**src/common/rv_isa_pkg.sv**
```systemverilog
package rv_isa_pkg;

  localparam int XLEN       = 32;
  localparam int REG_ADDR_W = 5;

  localparam logic [6:0] OPC_LUI    = 7'b0110111;
  localparam logic [6:0] OPC_AUIPC  = 7'b0010111;
  localparam logic [6:0] OPC_JAL    = 7'b1101111;
  localparam logic [6:0] OPC_JALR   = 7'b1100111;
  localparam logic [6:0] OPC_BRANCH = 7'b1100011;
  localparam logic [6:0] OPC_LOAD   = 7'b0000011;
  localparam logic [6:0] OPC_STORE  = 7'b0100011;
  localparam logic [6:0] OPC_OP_IMM = 7'b0010011;
  localparam logic [6:0] OPC_OP     = 7'b0110011;

  // alu funct3, shared by OP and OP_IMM
  localparam logic [2:0] F3_ADD_SUB = 3'b000;
  localparam logic [2:0] F3_SLL     = 3'b001;
  localparam logic [2:0] F3_SLT     = 3'b010;
  localparam logic [2:0] F3_SLTU    = 3'b011;
  localparam logic [2:0] F3_XOR     = 3'b100;
  localparam logic [2:0] F3_SRL_SRA = 3'b101;
  localparam logic [2:0] F3_OR      = 3'b110;
  localparam logic [2:0] F3_AND     = 3'b111;

  localparam logic [2:0] F3_LB   = 3'b000;
  localparam logic [2:0] F3_LH   = 3'b001;
  localparam logic [2:0] F3_LW   = 3'b010;
  localparam logic [2:0] F3_LBU  = 3'b100;
  localparam logic [2:0] F3_LHU  = 3'b101;
  localparam logic [2:0] F3_SB   = 3'b000;
  localparam logic [2:0] F3_SH   = 3'b001;
  localparam logic [2:0] F3_SW   = 3'b010;
  localparam logic [2:0] F3_JALR = 3'b000;

  localparam logic [2:0] F3_BEQ  = 3'b000;
  localparam logic [2:0] F3_BNE  = 3'b001;
  localparam logic [2:0] F3_BLT  = 3'b100;
  localparam logic [2:0] F3_BGE  = 3'b101;
  localparam logic [2:0] F3_BLTU = 3'b110;
  localparam logic [2:0] F3_BGEU = 3'b111;

  localparam logic [6:0] F7_BASE = 7'b0000000;
  localparam logic [6:0] F7_ALT  = 7'b0100000; // sub, sra, srai

  typedef union packed {
    struct packed {
      logic [6:0] funct7;
      logic [4:0] rs2;
      logic [4:0] rs1;
      logic [2:0] funct3;
      logic [4:0] rd;
      logic [6:0] opcode;
    } r;
    struct packed {
      logic [11:0] imm_11_0;
      logic [4:0]  rs1;
      logic [2:0]  funct3;
      logic [4:0]  rd;
      logic [6:0]  opcode;
    } i;
    struct packed {
      logic [6:0] imm_11_5;
      logic [4:0] rs2;
      logic [4:0] rs1;
      logic [2:0] funct3;
      logic [4:0] imm_4_0;
      logic [6:0] opcode;
    } s;
    struct packed {
      logic       imm_12;
      logic [5:0] imm_10_5;
      logic [4:0] rs2;
      logic [4:0] rs1;
      logic [2:0] funct3;
      logic [3:0] imm_4_1;
      logic       imm_11;
      logic [6:0] opcode;
    } b;
    struct packed {
      logic [19:0] imm_31_12;
      logic [4:0]  rd;
      logic [6:0]  opcode;
    } u;
    struct packed {
      logic       imm_20;
      logic [9:0] imm_10_1;
      logic       imm_11;
      logic [7:0] imm_19_12;
      logic [4:0] rd;
      logic [6:0] opcode;
    } j;
  } inst_t;

endpackage

```
**src/common/decode_ctrl_pkg.sv**
```systemverilog
package decode_ctrl_pkg;

  localparam int OP_COUNT = 28;

  // alu ops, register and immediate forms share a bit
  localparam int OP_ADD  = 0;
  localparam int OP_SUB  = 1;
  localparam int OP_SLL  = 2;
  localparam int OP_SLT  = 3;
  localparam int OP_SLTU = 4;
  localparam int OP_XOR  = 5;
  localparam int OP_SRL  = 6;
  localparam int OP_SRA  = 7;
  localparam int OP_OR   = 8;
  localparam int OP_AND  = 9;

  localparam int OP_LUI   = 10;
  localparam int OP_AUIPC = 11;

  localparam int OP_LB  = 12;
  localparam int OP_LH  = 13;
  localparam int OP_LW  = 14;
  localparam int OP_LBU = 15;
  localparam int OP_LHU = 16;

  localparam int OP_SB = 17;
  localparam int OP_SH = 18;
  localparam int OP_SW = 19;

  localparam int OP_JAL  = 20;
  localparam int OP_JALR = 21;

  localparam int OP_BEQ  = 22;
  localparam int OP_BNE  = 23;
  localparam int OP_BLT  = 24;
  localparam int OP_BGE  = 25;
  localparam int OP_BLTU = 26;
  localparam int OP_BGEU = 27;

  localparam int IMM_SEL_W = 3;

  localparam logic [IMM_SEL_W-1:0] IMM_NONE  = 3'd0;
  localparam logic [IMM_SEL_W-1:0] IMM_I     = 3'd1;
  localparam logic [IMM_SEL_W-1:0] IMM_SHAMT = 3'd2; // slli, srli, srai
  localparam logic [IMM_SEL_W-1:0] IMM_S     = 3'd3;
  localparam logic [IMM_SEL_W-1:0] IMM_B     = 3'd4;
  localparam logic [IMM_SEL_W-1:0] IMM_U     = 3'd5;
  localparam logic [IMM_SEL_W-1:0] IMM_J     = 3'd6;

endpackage

```
**src/decode/op_decoder.sv**
```systemverilog
module op_decoder (
  input  rv_isa_pkg::inst_t                      inst_if,
  output logic [decode_ctrl_pkg::OP_COUNT-1:0]  op_pre,
  output logic [decode_ctrl_pkg::IMM_SEL_W-1:0] imm_sel,
  output logic                                  imm_en_pre,
  output logic                                  ren1_pre,
  output logic                                  ren2_pre
);
  import rv_isa_pkg::*;
  import decode_ctrl_pkg::*;

  logic [OP_COUNT-1:0]  op_hit;
  logic [IMM_SEL_W-1:0] fmt_sel;
  logic                 rs1_used;
  logic                 rs2_used;
  logic                 f7_base;
  logic                 f7_alt;
  logic                 legal;

  assign f7_base = (inst_if.r.funct7 == F7_BASE);
  assign f7_alt  = (inst_if.r.funct7 == F7_ALT);

  always_comb
  begin
    op_hit   = '0;
    fmt_sel  = IMM_NONE;
    rs1_used = 1'b0;
    rs2_used = 1'b0;
    case (inst_if.r.opcode)
      OPC_LUI:
      begin
        op_hit[OP_LUI] = 1'b1;
        fmt_sel        = IMM_U;
      end
      OPC_AUIPC:
      begin
        op_hit[OP_AUIPC] = 1'b1;
        fmt_sel          = IMM_U;
      end
      OPC_JAL:
      begin
        op_hit[OP_JAL] = 1'b1;
        fmt_sel        = IMM_J;
      end
      OPC_JALR:
      begin
        op_hit[OP_JALR] = (inst_if.r.funct3 == F3_JALR);
        fmt_sel         = IMM_I;
        rs1_used        = 1'b1;
      end
      OPC_BRANCH:
      begin
        fmt_sel  = IMM_B;
        rs1_used = 1'b1;
        rs2_used = 1'b1;
        case (inst_if.r.funct3)
          F3_BEQ:  op_hit[OP_BEQ]  = 1'b1;
          F3_BNE:  op_hit[OP_BNE]  = 1'b1;
          F3_BLT:  op_hit[OP_BLT]  = 1'b1;
          F3_BGE:  op_hit[OP_BGE]  = 1'b1;
          F3_BLTU: op_hit[OP_BLTU] = 1'b1;
          F3_BGEU: op_hit[OP_BGEU] = 1'b1;
          default: ; // 010, 011 unused
        endcase
      end
      OPC_LOAD:
      begin
        fmt_sel  = IMM_I;
        rs1_used = 1'b1;
        case (inst_if.r.funct3)
          F3_LB:   op_hit[OP_LB]  = 1'b1;
          F3_LH:   op_hit[OP_LH]  = 1'b1;
          F3_LW:   op_hit[OP_LW]  = 1'b1;
          F3_LBU:  op_hit[OP_LBU] = 1'b1;
          F3_LHU:  op_hit[OP_LHU] = 1'b1;
          default: ;
        endcase
      end
      OPC_STORE:
      begin
        fmt_sel  = IMM_S;
        rs1_used = 1'b1;
        rs2_used = 1'b1;
        case (inst_if.r.funct3)
          F3_SB:   op_hit[OP_SB] = 1'b1;
          F3_SH:   op_hit[OP_SH] = 1'b1;
          F3_SW:   op_hit[OP_SW] = 1'b1;
          default: ;
        endcase
      end
      OPC_OP_IMM:
      begin
        fmt_sel  = IMM_I;
        rs1_used = 1'b1;
        case (inst_if.r.funct3)
          F3_ADD_SUB: op_hit[OP_ADD]  = 1'b1; // no subi
          F3_SLT:     op_hit[OP_SLT]  = 1'b1;
          F3_SLTU:    op_hit[OP_SLTU] = 1'b1;
          F3_XOR:     op_hit[OP_XOR]  = 1'b1;
          F3_OR:      op_hit[OP_OR]   = 1'b1;
          F3_AND:     op_hit[OP_AND]  = 1'b1;
          F3_SLL:
          begin
            fmt_sel        = IMM_SHAMT;
            op_hit[OP_SLL] = f7_base;
          end
          F3_SRL_SRA:
          begin
            fmt_sel        = IMM_SHAMT;
            op_hit[OP_SRL] = f7_base;
            op_hit[OP_SRA] = f7_alt;
          end
          default: ;
        endcase
      end
      OPC_OP:
      begin
        rs1_used = 1'b1;
        rs2_used = 1'b1;
        case (inst_if.r.funct3)
          F3_ADD_SUB:
          begin
            op_hit[OP_ADD] = f7_base;
            op_hit[OP_SUB] = f7_alt;
          end
          F3_SRL_SRA:
          begin
            op_hit[OP_SRL] = f7_base;
            op_hit[OP_SRA] = f7_alt;
          end
          F3_SLL:  op_hit[OP_SLL]  = f7_base;
          F3_SLT:  op_hit[OP_SLT]  = f7_base;
          F3_SLTU: op_hit[OP_SLTU] = f7_base;
          F3_XOR:  op_hit[OP_XOR]  = f7_base;
          F3_OR:   op_hit[OP_OR]   = f7_base;
          F3_AND:  op_hit[OP_AND]  = f7_base;
          default: ;
        endcase
      end
      default: ; // system, csr, fence and the rest
    endcase
  end

  // unmatched words carry no immediate and read nothing
  assign legal      = |op_hit;
  assign op_pre     = op_hit;
  assign imm_sel    = legal ? fmt_sel : IMM_NONE;
  assign imm_en_pre = legal && (fmt_sel != IMM_NONE);
  assign ren1_pre   = legal & rs1_used;
  assign ren2_pre   = legal & rs2_used;

endmodule

```
**src/decode/imm_generator.sv**
```systemverilog
module imm_generator (
  input  rv_isa_pkg::inst_t                      inst_if,
  input  logic [decode_ctrl_pkg::IMM_SEL_W-1:0] imm_sel,
  output logic [rv_isa_pkg::XLEN-1:0]           imm_pre
);
  import decode_ctrl_pkg::*;

  // bits land at their architectural positions, no sign extension
  always_comb
  begin
    imm_pre = '0;
    case (imm_sel)
      IMM_I:
        imm_pre[11:0] = inst_if.i.imm_11_0;
      IMM_SHAMT:
        imm_pre[4:0] = inst_if.i.imm_11_0[4:0]; // shamt only
      IMM_S:
        imm_pre[11:0] = {inst_if.s.imm_11_5, inst_if.s.imm_4_0};
      IMM_B:
        imm_pre[12:1] = {inst_if.b.imm_12,
                         inst_if.b.imm_11,
                         inst_if.b.imm_10_5,
                         inst_if.b.imm_4_1};
      IMM_U:
        imm_pre[31:12] = inst_if.u.imm_31_12;
      IMM_J:
        imm_pre[20:1] = {inst_if.j.imm_20,
                         inst_if.j.imm_19_12,
                         inst_if.j.imm_11,
                         inst_if.j.imm_10_1};
      default: ; // IMM_NONE
    endcase
  end

endmodule

```
**src/decode/id_ex_register.sv**
```systemverilog
module id_ex_register (
  input  logic                                  clk,
  input  logic                                  rst_b,
  input  logic                                  hold_ctl,
  input  logic                                  clear_ctl,
  input  logic [rv_isa_pkg::XLEN-1:0]           pc_if,
  input  logic [rv_isa_pkg::XLEN-1:0]           inst_if,
  input  logic [decode_ctrl_pkg::OP_COUNT-1:0]  op_pre,
  input  logic [rv_isa_pkg::XLEN-1:0]           imm_pre,
  input  logic                                  imm_en_pre,
  input  logic                                  ren1_pre,
  input  logic                                  ren2_pre,
  output logic [rv_isa_pkg::XLEN-1:0]           pc_dec,
  output logic [rv_isa_pkg::XLEN-1:0]           inst_dec,
  output logic [decode_ctrl_pkg::OP_COUNT-1:0]  op_dec,
  output logic [rv_isa_pkg::XLEN-1:0]           imm_dec,
  output logic                                  imm_en_dec,
  output logic [rv_isa_pkg::REG_ADDR_W-1:0]     rs1_dec,
  output logic [rv_isa_pkg::REG_ADDR_W-1:0]     rs2_dec,
  output logic [rv_isa_pkg::REG_ADDR_W-1:0]     rd_dec,
  output logic                                  ren1_dec,
  output logic                                  ren2_dec,
  output logic                                  illegal_inst_dec
);

  always_ff @(posedge clk or negedge rst_b)
  begin
    if (!rst_b)
    begin
      pc_dec     <= '0;
      inst_dec   <= '0;
      op_dec     <= '0;
      imm_dec    <= '0;
      imm_en_dec <= 1'b0;
      rs1_dec    <= '0;
      rs2_dec    <= '0;
      rd_dec     <= '0;
      ren1_dec   <= 1'b0;
      ren2_dec   <= 1'b0;
    end
    else if (hold_ctl)
    begin
      // stall, hold wins over clear
    end
    else if (clear_ctl)
    begin
      pc_dec     <= '0; // bubble
      inst_dec   <= '0;
      op_dec     <= '0;
      imm_dec    <= '0;
      imm_en_dec <= 1'b0;
      rs1_dec    <= '0;
      rs2_dec    <= '0;
      rd_dec     <= '0;
      ren1_dec   <= 1'b0;
      ren2_dec   <= 1'b0;
    end
    else
    begin
      pc_dec     <= pc_if;
      inst_dec   <= inst_if;
      op_dec     <= op_pre;
      imm_dec    <= imm_pre;
      imm_en_dec <= imm_en_pre;
      rs1_dec    <= inst_if[19:15];
      rs2_dec    <= inst_if[24:20];
      rd_dec     <= inst_if[11:7];
      ren1_dec   <= ren1_pre;
      ren2_dec   <= ren2_pre;
    end
  end

  // a bubble is all zero so it never flags
  assign illegal_inst_dec = ~|op_dec & |inst_dec;

endmodule

```
**src/decode/decode_stage.sv**
```systemverilog
module decode_stage (
  input  logic                                  clk,
  input  logic                                  rst_b,
  input  logic [rv_isa_pkg::XLEN-1:0]           pc_if,
  input  logic [rv_isa_pkg::XLEN-1:0]           inst_if,
  input  logic                                  hold_ctl,
  input  logic                                  clear_ctl,
  output logic [rv_isa_pkg::XLEN-1:0]           pc_dec,
  output logic [rv_isa_pkg::XLEN-1:0]           inst_dec,
  output logic [decode_ctrl_pkg::OP_COUNT-1:0]  op_dec,
  output logic [rv_isa_pkg::XLEN-1:0]           imm_dec,
  output logic                                  imm_en_dec,
  output logic [rv_isa_pkg::REG_ADDR_W-1:0]     rs1_dec,
  output logic [rv_isa_pkg::REG_ADDR_W-1:0]     rs2_dec,
  output logic [rv_isa_pkg::REG_ADDR_W-1:0]     rd_dec,
  output logic                                  ren1_dec,
  output logic                                  ren2_dec,
  output logic                                  illegal_inst_dec
);
  import rv_isa_pkg::*;
  import decode_ctrl_pkg::*;

  logic [OP_COUNT-1:0]  op_pre;
  logic [IMM_SEL_W-1:0] imm_sel;
  logic [XLEN-1:0]      imm_pre;
  logic                 imm_en_pre;
  logic                 ren1_pre;
  logic                 ren2_pre;

  op_decoder op_decoder_i (
    .inst_if    (inst_if),
    .op_pre     (op_pre),
    .imm_sel    (imm_sel),
    .imm_en_pre (imm_en_pre),
    .ren1_pre   (ren1_pre),
    .ren2_pre   (ren2_pre)
  );

  imm_generator imm_generator_i (
    .inst_if (inst_if),
    .imm_sel (imm_sel),
    .imm_pre (imm_pre)
  );

  id_ex_register id_ex_register_i (
    .clk              (clk),
    .rst_b            (rst_b),
    .hold_ctl         (hold_ctl),
    .clear_ctl        (clear_ctl),
    .pc_if            (pc_if),
    .inst_if          (inst_if),
    .op_pre           (op_pre),
    .imm_pre          (imm_pre),
    .imm_en_pre       (imm_en_pre),
    .ren1_pre         (ren1_pre),
    .ren2_pre         (ren2_pre),
    .pc_dec           (pc_dec),
    .inst_dec         (inst_dec),
    .op_dec           (op_dec),
    .imm_dec          (imm_dec),
    .imm_en_dec       (imm_en_dec),
    .rs1_dec          (rs1_dec),
    .rs2_dec          (rs2_dec),
    .rd_dec           (rd_dec),
    .ren1_dec         (ren1_dec),
    .ren2_dec         (ren2_dec),
    .illegal_inst_dec (illegal_inst_dec)
  );

endmodule

```
**config.mk**
```make
export PLATFORM = sky130hd
export DESIGN_NAME = decode_stage
export DESIGN_NICKNAME = d
export VERILOG_FILES = /design/src/common/rv_isa_pkg.sv /design/src/common/decode_ctrl_pkg.sv /design/src/decode/op_decoder.sv /design/src/decode/imm_generator.sv /design/src/decode/id_ex_register.sv /design/src/decode/decode_stage.sv
export SDC_FILE = /design/constraint.sdc
export NUM_CORES = 1
export LEC_CHECK = 0
export BUFFER_PORTS_ARGS = -buffer_cell sky130_fd_sc_hd__buf_2
export CORE_ASPECT_RATIO = 1.1
export CORE_UTILIZATION = 40
export DETAILED_ROUTE_END_ITERATION = 8
export GPL_TIMING_DRIVEN = 0
export HOLD_SLACK_MARGIN = 0.15
export PLACE_DENSITY = 0.64
export RECOVER_POWER = 25
export SLEW_MARGIN = 20
export SYNTH_ARGS = -nofsm -noshare
export SYNTH_HDL_FRONTEND = slang
export SYNTH_SLANG_ARGS = --single-unit
```
**constraint.sdc**
```tcl
create_clock -name clk -period 1.36 [get_ports clk]
set_input_delay 0.408 -clock clk [delete_from_list [all_inputs] [get_ports clk]]
set_output_delay 0.408 -clock clk [all_outputs]
set_load 0.02 [all_outputs]
```
==> results.cfg, run 1 <==
[status]
outcome = complete, but fails checks
violations = negative setup slack

[timing]
setup_slack_ns = -0.871
fin_worst_skew_ns = 0
hold_viol_final = 0
finalCritPeriodShare_pct = 164
rsz0062_at_grt = yes
slew_headroom_pct = 58.7
fin_crit_ns = 2.23
slew_violations = 0
worst_pin_slew_ns = 0.619
max_freq_mhz = 448
finalSetupViolCount = 108

[synth]
ys_types = 47
syn_area_per_cell_um2 = 10.2
ys_ff_latch = 127
yosysWarnings = 0
synth_nets = 627
ys_seq_area_share_pct = 55.9
syn-cell-area_um2 = 5680
synth_cells = 559

[cells_and_area]
drive_gt1_share_pct = 46.8
area_growth_pct = 66.4
utilization_pct = 68.3
regArea_um2 = 3190
final_cell_mix = 156 x buf_6, 115 x dfrtp_1, 95 x nand2_1
nets = 926
multi_input_area_um2 = 2500
fill_cells = 1051
final_common_cell = buf_6

[power]
p_per_area_nw_per_um2 = 1120
pwr-share-comb_pct = 15.7
swShare_pct = 24.9
clock_power_share_pct = 45.5
intPower_uw = 7950
p_sw_uw = 2630
ir_worst_vdd_mv = 0.957
p_leak_uw = 0.00450
power_frac_seq_pct = 38.8
finalPower_uw = 10600

[grt]
grt-ovfl-total = 0
track_usage_pct = 26.5
grt_pass1_wl_um = 29000
grt_max_degree = 65
antenna_found_initial = 2
grt_pass1_vias = 5399

[route]
drt_wl_total_um = 20100
ant_nets = 0
route.detailed.drc = 0
drt-vias-per-instance = 5.33
firstDrtPassIters = 6
num_vias = 5643
post_drt_wl_per_cell_um = 19.0
drt-initial-drc-count = 349

[clock_tree]
cts_max_path_buffers = 2
clkTransAtPathRegs_ns = 0.05
clkLatencyLatePin_ns = 0.42
cts_tree = yes
clockRootBuffer = clkbuf_16
cts_inserted_buffers = 17
h-tree-depth = 4
cts_sinks = 127

[place]
dp.final_hpwl_um = 13400
place_congestion = 0.884
port_buffers = 209

[critical_path]
crit_type = flip-flop to output pin
path_cells = nor4_2, nand4_1, nor2_2, nor3_2, buf_2
cp.required_ns = 0.95
worstPathArrival_ns = 1.82
slowest_stage = dfrtp_1
startpoint_type = flip-flop
cp_slowest_stage_delay_ns = 0.43
end_kind = output pin
cp_max_fo = 4
r2r_cells = 4

[job]
max_cap_violations = 0

[floorplanning]
die_h_um = 127
start_util_pct = 41.0
core-area_um2 = 13900
die_w_um = 116
dieArea_um2 = 14700
num_io_pins = 211
rows = 45

[hold_path]
min_path_type = input port to flip-flop
whs_path_depth = 3
-- layout make-up --
type | instances | area share, %
inverters | 6 | 0.238
multi-input cells | 374 | 26.5
well taps | 188 | 2.49
clock inverters | 6 | 1.38
flip-flops and latches | 127 | 33.8
repair buffers | 282 | 26.8
plain buffers | 50 | 3.61
diodes | 2 | 0.0529
clock buffers | 24 | 5.20
-- power by group through the flow --
stage / logic, µW / registers [µW] / clock network, µW
detailed placement: 1210 / 4120 / 0
global placement: 1180 / 4110 / 0
global route: 1770 / 4120 / 5030
finish: 1660 / 4110 / 4820
CTS: 1430 / 4090 / 4870
floorplan: 461 / 4290 / 0
-- kinds of logic (layout without fill, tap and decap cells) --
group                  after synthesis  count (layout)  synth area share (%)
flip-flops                         127             127                  55.9
AND/OR/NAND/NOR                    217             217                  19.7
AO/OA/AOI/OAI                      157             157                  19.2
other                                0               2                     0
buffers and inverters               58             368                  5.17
-- registers in the layout, summed over array words and instances, names as in the netlist --
name and flops:
id_ex_register_i.inst_dec 20, id_ex_register_i.ren2_dec 1, id_ex_register_i.pc_dec 32, id_ex_register_i.rs2_dec 4, id_ex_register_i.rs1_dec 4, id_ex_register_i.ren1_dec 1, id_ex_register_i.imm_dec 32, id_ex_register_i.op_dec 28
id_ex_register_i.imm_en_dec 1, id_ex_register_i.rd_dec 4
-- synth_stat cells (all sizes together) --
cell type  number  area, µm²
a21o            2       15.0
nor4b           1       8.76
buf            22        159
or2b            2       16.3
nor2b           2       12.5
nand3b          4       33.8
nand3           9       45.0
nor3            7       35.0
o22ai           3       31.3
a21oi           4       23.8
a22oi           9       67.6
a2bb2oi         1       8.76
nand2          95        357
dfrtp         127       3180
and2            2       12.5
o31ai          14        119
nand4b          1       15.0
a211o           1       8.76
nand4bb         1       27.5
clkbuf         30        113
or3             1       6.26
a31o            2       17.5
o21ai          82        444
nand2b         52        325
nor4           16        106
nor3b           1       7.51
inv             6       22.5
o32a            1       10.0
a22o           32        280
a211oi          2       27.5
nor2           14       52.6
or2             2       12.5
nand4           7       43.8
a32o            4       40.0
-- metrics by stage --
step / std cells / hold slack (ns) / area, µm² / worst slack (ns) / TNS, ns
after floorplan: 559 / 0.112 / 5720 / -0.266 / -4.41
after global placement: 956 / 0.463 / 7000 / -1.75 / -301.43
after detailed placement: 957 / 0.442 / 7030 / -0.917 / -85.96
after CTS: 1010 / 0.212 / 8560 / -0.893 / -8.51
after global routing: 1058 / 0.233 / 9460 / -0.903 / -13.94
final: 1059 / 0.232 / 9460 / -0.871 / -7.22
-- path summary, 6_finish.rpt --
| path | slack [ns] | endpoint | from |
|---|---|---|---|
| hold reg to reg | 0.51 | id_ex_register_i.ren1_dec | id_ex_register_i.ren1_dec |
| max in group asynchronous | 0.09 | id_ex_register_i.imm_dec[20] | rst_b |
| setup reg to reg | 0.20 | id_ex_register_i.imm_dec[2] | id_ex_register_i.imm_dec[2] |
| min in group asynchronous | 0.55 | id_ex_register_i.imm_dec[15] | rst_b |
| setup / recovery | -0.87 | illegal_inst_dec | id_ex_register_i.rs2_dec[2] |
| hold / removal | 0.23 | id_ex_register_i.pc_dec[15] | pc_if[15] |
-- repair_timing --
| item | 4_1_cts | 5_1_grt |
|---|---|---|
| hold endpoints to repair | 63 | 0 |
| pin swaps | 9 | 15 |
| cloned | 0 | 0 |
| setup endpoints to repair | 259 | 235 |
| gates resized for setup | 236 | 158 |
| buffers inserted | 22 | 51 |
| hold buffers | 1 | 0 |
-- routing by layer --
layer / global-route usage, % / vias up / wire length (µm)
met5: 0 / - / 0
met4: 10.5 / 0 / 512
met3: 8.54 / 39 / 1680
met2: 43.3 / 272 / 9960
met1: 32.4 / 2765 / 7920
li1: - / 2567 / -
-- worst max-delay path, delay by kind of cell (launching register included) --
family / cells / cell delay [ns]
buffers and inverters: 1 / 0.16
DFF: 1 / 0.43
and+or+nand+nor: 4 / 0.82
Power figures use the tool's default switching activity.
==> inputs of run 2 (changes only) <==
--- a/config.mk
+++ b/config.mk
@@ -7,11 +7,11 @@
 export LEC_CHECK = 0
 export BUFFER_PORTS_ARGS = -buffer_cell sky130_fd_sc_hd__buf_2
 export CORE_ASPECT_RATIO = 1.1
-export CORE_UTILIZATION = 40
+export CORE_UTILIZATION = 45
 export DETAILED_ROUTE_END_ITERATION = 8
 export GPL_TIMING_DRIVEN = 0
 export HOLD_SLACK_MARGIN = 0.15
-export PLACE_DENSITY = 0.64
+export PLACE_DENSITY = 0.71
 export RECOVER_POWER = 25
 export SLEW_MARGIN = 20
 export SYNTH_ARGS = -nofsm -noshare
==> run 2 against run 1 <==
Effect of this change: the run still ends with negative setup slack left; flip-flop and latch count is the same; combinational power is essentially flat; first-iteration DRC count grew 17%; die area shrank 11%; clock skew is the same; critical path depth is the same; power shrank 1.6%; hold slack lost 0.012 ns; sequential share of layout area grew 0.32 points; critical path type unchanged; largest power group unchanged; highest routed layer unchanged.
==> results.cfg, run 2 (synthesis results as in run 1) <==
[clock_tree]
cts_tree = yes
clkLatencyLatePin_ns = 0.42
cts_sinks = 127
clkTransAtPathRegs_ns = 0.05
h-tree-depth = 4
cts_max_path_buffers = 2
clockRootBuffer = clkbuf_16
cts_inserted_buffers = 17

[route]
num_vias = 5920
route.detailed.drc = 0
drt-vias-per-instance = 5.77
drt_wl_total_um = 20900
drt-initial-drc-count = 410
post_drt_wl_per_cell_um = 20.4
firstDrtPassIters = 5
ant_nets = 0

[cells_and_area]
layout.cells.non_filler = 1026
utilization_pct = 76.9
largestRegisters = id_ex_register_i.imm_dec: 32 flops, id_ex_register_i.pc_dec: 32 flops, id_ex_register_i.op_dec: 28 flops
drive_gt1_share_pct = 47.4
final_common_cell = buf_6
area_growth_pct = 64.9
antennaDiodeCount = 0
final_cell_mix = 145 x buf_6, 114 x dfrtp_1, 95 x nand2_1
nets = 928

[timing]
fin_worst_skew_ns = 0
slew_headroom_pct = 56.7
worst_pin_slew_ns = 0.650
slew_violations = 0
finalCritPeriodShare_pct = 169
rsz0062_at_grt = yes
finalSetupViolCount = 134
hold_viol_final = 0
max_freq_mhz = 435
setup_tns_ns = -8.95
setup_slack_ns = -0.937
fin_crit_ns = 2.30

[power]
ir_worst_vdd_mv = 0.815
power_frac_seq_pct = 39.4
finalPower_uw = 10400
p_per_area_nw_per_um2 = 1110
pwr-share-comb_pct = 16.1
intPower_uw = 7740
p_leak_uw = 0.00450
swShare_pct = 25.8
clock_power_share_pct = 44.4
p_sw_uw = 2680

[status]
violations = negative setup slack
outcome = complete, but fails checks

[place]
place_ws_ns = -0.818
place_congestion = 0.836
dp.final_hpwl_um = 13000
port_buffers = 209
place_inst = 923

[floorplanning]
die_w_um = 109
die_h_um = 120
core-area_um2 = 12200
start_util_pct = 46.6
num_io_pins = 211
rows = 42
dieArea_um2 = 13100

[grt]
grt_pass1_wl_um = 29700
grt_pass1_vias = 5570
grt_max_degree = 68
track_usage_pct = 30.7
grt-ovfl-total = 0
antenna_found_initial = 0

[critical_path]
end_kind = output pin
startpoint_type = flip-flop
slowest_stage = dfrtp_1
cp_max_fo = 3
cp_slowest_stage_delay_ns = 0.43
r2r_cells = 4
crit_type = flip-flop to output pin
worstPathArrival_ns = 1.89
cp.required_ns = 0.95
path_cells = nor4_2, nand4_1, nor2_2, nor3_2, buf_4

[job]
max_cap_violations = 0

[hold_path]
min_path_type = input port to flip-flop
whs_path_depth = 2
-- run 2: cell types whose count changed in the layout (fill, tap and decap cells not counted), moves of 3 or more --
cell      delta
buf_6       -11
buf_4        +3
nor4_1       +3
buf_2        +9
nor4_2       -3
clkbuf_8     +3
-- run 2: through the flow --
| stage | area [µm²] | hold slack [ns] |
|---|---|---|
| finish | 9370 | 0.221 |
| global route | 9370 | 0.229 |
| CTS | 8590 | 0.213 |
| detailed placement | 6990 | 0.458 |
| global placement | 6960 | 0.465 |
| floorplan | 5720 | 0.112 |
-- run 2: worst paths after layout --
path,start,endpoint,slack (ns)
worst max-delay path,id_ex_register_i.inst_dec[25],illegal_inst_dec,-0.94
worst min-delay path,inst_if[16],id_ex_register_i.imm_dec[16],0.22
worst max register to register,id_ex_register_i.imm_dec[4],id_ex_register_i.imm_dec[4],0.14
worst min register to register,id_ex_register_i.ren1_dec,id_ex_register_i.ren1_dec,0.50
max in group asynchronous,rst_b,id_ex_register_i.op_dec[17],0.06
min in group asynchronous,rst_b,id_ex_register_i.imm_dec[15],0.57
-- run 2: what timing repair did --
item / 4_1_cts / 5_1_grt
hold buffers: 1 / 0
gates resized for setup: 239 / 139
buffers inserted: 28 / 45
pin swaps: 14 / 20
setup endpoints to repair: 248 / 256
gates cloned: 0 / 1
endpoints found under the hold margin: 66 / 0
-- run 2: routing by layer --
metal	global-route usage, %	part of all wire (%)	vias up
met3	8.15	9.5	63
met5	0	0	-
met1	39.0	37	2888
met2	49.4	50	398
li1	-	-	2571
met4	12.5	3.4	0
-- run 2: area by class of cell --
cell class | instances | area [µm²]
Multi-Input combinational cell | 374 | 2500
Tap cell | 154 | 193
Clock buffer | 26 | 529
Clock inverter | 5 | 75.1
Inverter | 6 | 22.5
Buffer | 50 | 340
Timing Repair Buffer | 284 | 2520
Fill cell | 762 | 2820
Sequential cell | 127 | 3190
-- run 2: power by group through the flow --
stage                     Clock (µW)  Sequential [µW]  Combinational, µW
after global placement             0             4110               1170
after CTS                       4650             4080               1420
after detailed placement           0             4120               1210
after global routing            4840             4120               1780
final                           4630             4110               1680
after floorplan                    0             4290                461
-- run 2: critical path, delay by kind of cell (launching register included) --
family,cells,cell delay (ns)
flops,1,0.43
buf+inv,1,0.16
simple gates,4,0.88
==> inputs of run 3 (changes only) <==
--- a/config.mk
+++ b/config.mk
@@ -6,10 +6,8 @@
 export NUM_CORES = 1
 export LEC_CHECK = 0
 export BUFFER_PORTS_ARGS = -buffer_cell sky130_fd_sc_hd__buf_2
-export CORE_ASPECT_RATIO = 1.1
 export CORE_UTILIZATION = 45
 export DETAILED_ROUTE_END_ITERATION = 8
-export GPL_TIMING_DRIVEN = 0
 export HOLD_SLACK_MARGIN = 0.15
 export PLACE_DENSITY = 0.71
 export RECOVER_POWER = 25
==> constraint.sdc (replaced) <==
create_clock -name clk -period 2.6 [get_ports clk]
set_input_delay 0.78 -clock clk [delete_from_list [all_inputs] [get_ports clk]]
set_output_delay 0.78 -clock clk [all_outputs]
set_load 0.02 [all_outputs]
==> run 3 against run 2 <==
Effect of this change: the run now ends clean; clock-buffer cell count grew 2; hold slack gained 0.083 ns; routed wire length shrank 24%; sequential power shrank 48%; critical path depth shrank 1; flip-flop and latch count is the same; non-clock buffer count shrank 105; utilization shrank 15 points; first-iteration DRC count shrank 0.49%; critical path type unchanged; critical endpoint unchanged; largest cell class unchanged; largest power group unchanged; highest routed layer unchanged.
==> results.cfg, run 3 (synthesis results as in run 1) <==
[critical_path]
cp.required_ns = 1.82
startpoint_type = flip-flop
crit_type = flip-flop to output pin
cp_slowest_stage_delay_ns = 0.41
slowest_stage = dfrtp_1
rrSetupSlack_ns = 1.71
end_kind = output pin
worstPathArrival_ns = 1.77
path_cells = nor4_1, nand4_1, nor3_1, buf_2
cp_max_fo = 3

[cells_and_area]
nets = 823
final_common_cell = buf_2
utilization_pct = 61.6
area_growth_pct = 31.9
antennaDiodeCount = 0
drive_gt1_share_pct = 37.0
stdcell_area_um2 = 7490
fill_cells = 1065
final_cell_mix = 209 x buf_2, 127 x dfrtp_1, 95 x nand2_1
largestRegisters = id_ex_register_i.imm_dec: 32 flops, id_ex_register_i.pc_dec: 32 flops, id_ex_register_i.op_dec: 28 flops

[floorplanning]
rows = 40
num_io_pins = 211
die_h_um = 114
dieArea_um2 = 13100
core-area_um2 = 12200
die_w_um = 114
start_util_pct = 46.7

[grt]
grt-ovfl-total = 0
grt_max_degree = 184
track_usage_pct = 26.1
grt_pass1_wl_um = 25700
antenna_found_initial = 0
grt_pass1_vias = 4836

[timing]
setup_slack_ns = 0.0486
hold_viol_final = 0
slew_headroom_pct = 7.09
max_freq_mhz = 392
worst_pin_slew_ns = 1.39
finalCritPeriodShare_pct = 98.1
slew_violations = 0
finalSetupViolCount = 0
fin_worst_skew_ns = 0
fin_crit_ns = 2.55
fin_hold_ws_ns = 0.304
rsz0062_at_grt = yes

[route]
drt-initial-drc-count = 408
ant_nets = 0
drt_wl_total_um = 16000
post_drt_wl_per_cell_um = 17.1
route.detailed.drc = 0
num_vias = 5030
firstDrtPassIters = 5
drt-vias-per-instance = 5.37

[place]
port_buffers = 210
dp.final_hpwl_um = 11500
place_congestion = 1.03
postPlaceCellArea_um2 = 6860
place_ws_ns = -0.0383

[hold_path]
min_path_type = input port to async pin

[power]
p_leak_uw = 0.00380
finalPower_uw = 5100
power_frac_seq_pct = 41.7
clock_power_share_pct = 46.7
intPower_uw = 3830
p_sw_uw = 1270
swShare_pct = 25.0
ir_worst_vdd_mv = 0.395
pwr-share-comb_pct = 11.6
p_per_area_nw_per_um2 = 681

[clock_tree]
h-tree-depth = 4
cts_sinks = 127
clockRootBuffer = clkbuf_16
cts_inserted_buffers = 17
cts_tree = yes
clkTransAtPathRegs_ns = 0.05
clkLatencyLatePin_ns = 0.41
ctsHoldBuffers = 0
cts_max_path_buffers = 2

[status]
outcome = completed

[job]
max_cap_violations = 0
## run 3: routing by layer
metal / vias up / global-route usage [%] / part of all wire, %
li1: 2357 / - / -
met1: 2392 / 34.1 / 43
met2: 245 / 40.0 / 47
met3: 36 / 8.58 / 8.1
met4: 0 / 11.0 / 2.7
met5: - / 0 / 0
## run 3: cell type report
cell class	count	area [µm²]	share of cell area (%)
Clock buffer	28	527	7.03
Sequential cell	127	3180	42.4
Tap cell	168	210	2.80
Timing Repair Buffer	229	1200	16.0
Clock inverter	4	72.6	0.968
Multi-Input combinational cell	374	2280	30.5
Inverter	6	22.5	0.301
## run 3: path summary, 6_finish.rpt
kind,startpoint,endpoint,depth (start not counted)
max,id_ex_register_i.op_dec[10],illegal_inst_dec,4
min,rst_b,id_ex_register_i.inst_dec[5],1
max reg2reg,id_ex_register_i.imm_dec[12],id_ex_register_i.imm_dec[12],2
min reg2reg,id_ex_register_i.pc_dec[30],id_ex_register_i.pc_dec[30],2
max in group asynchronous,rst_b,id_ex_register_i.pc_dec[3],2
min in group clk,id_ex_register_i.pc_dec[30],id_ex_register_i.pc_dec[30],2
## run 3: power by group through the flow
stage | Clock (µW) | Combinational, µW | Sequential, µW
4_1_cts | 2430 | 602 | 2130
3_3_place_gp | 0 | 582 | 2150
6_report | 2380 | 591 | 2130
5_1_grt | 2530 | 652 | 2140
3_5_place_dp | 0 | 593 | 2150
2_1_floorplan | 0 | 239 | 2240
## run 3: what timing repair did
action | in CTS | in global routing
setup buffers | 0 | 0
pin swaps | 0 | 1
setup endpoints to repair | 1 | 1
gates resized for setup | 8 | 2
## run 3: critical path, delay by kind of cell, from the launching register on
| kind | cells | cell delay (ns) |
|---|---|---|
| AND/OR/NAND/NOR | 3 | 0.75 |
| buffers and inverters | 1 | 0.19 |
| flip-flops | 1 | 0.41 |
## run 3: stage by stage
stage               setup TNS (ns)  cells
global route               -0.0114    936
floorplan                        0    559
global placement                 0    904
finish                           0    936
detailed placement          -0.148    904
CTS                              0    936
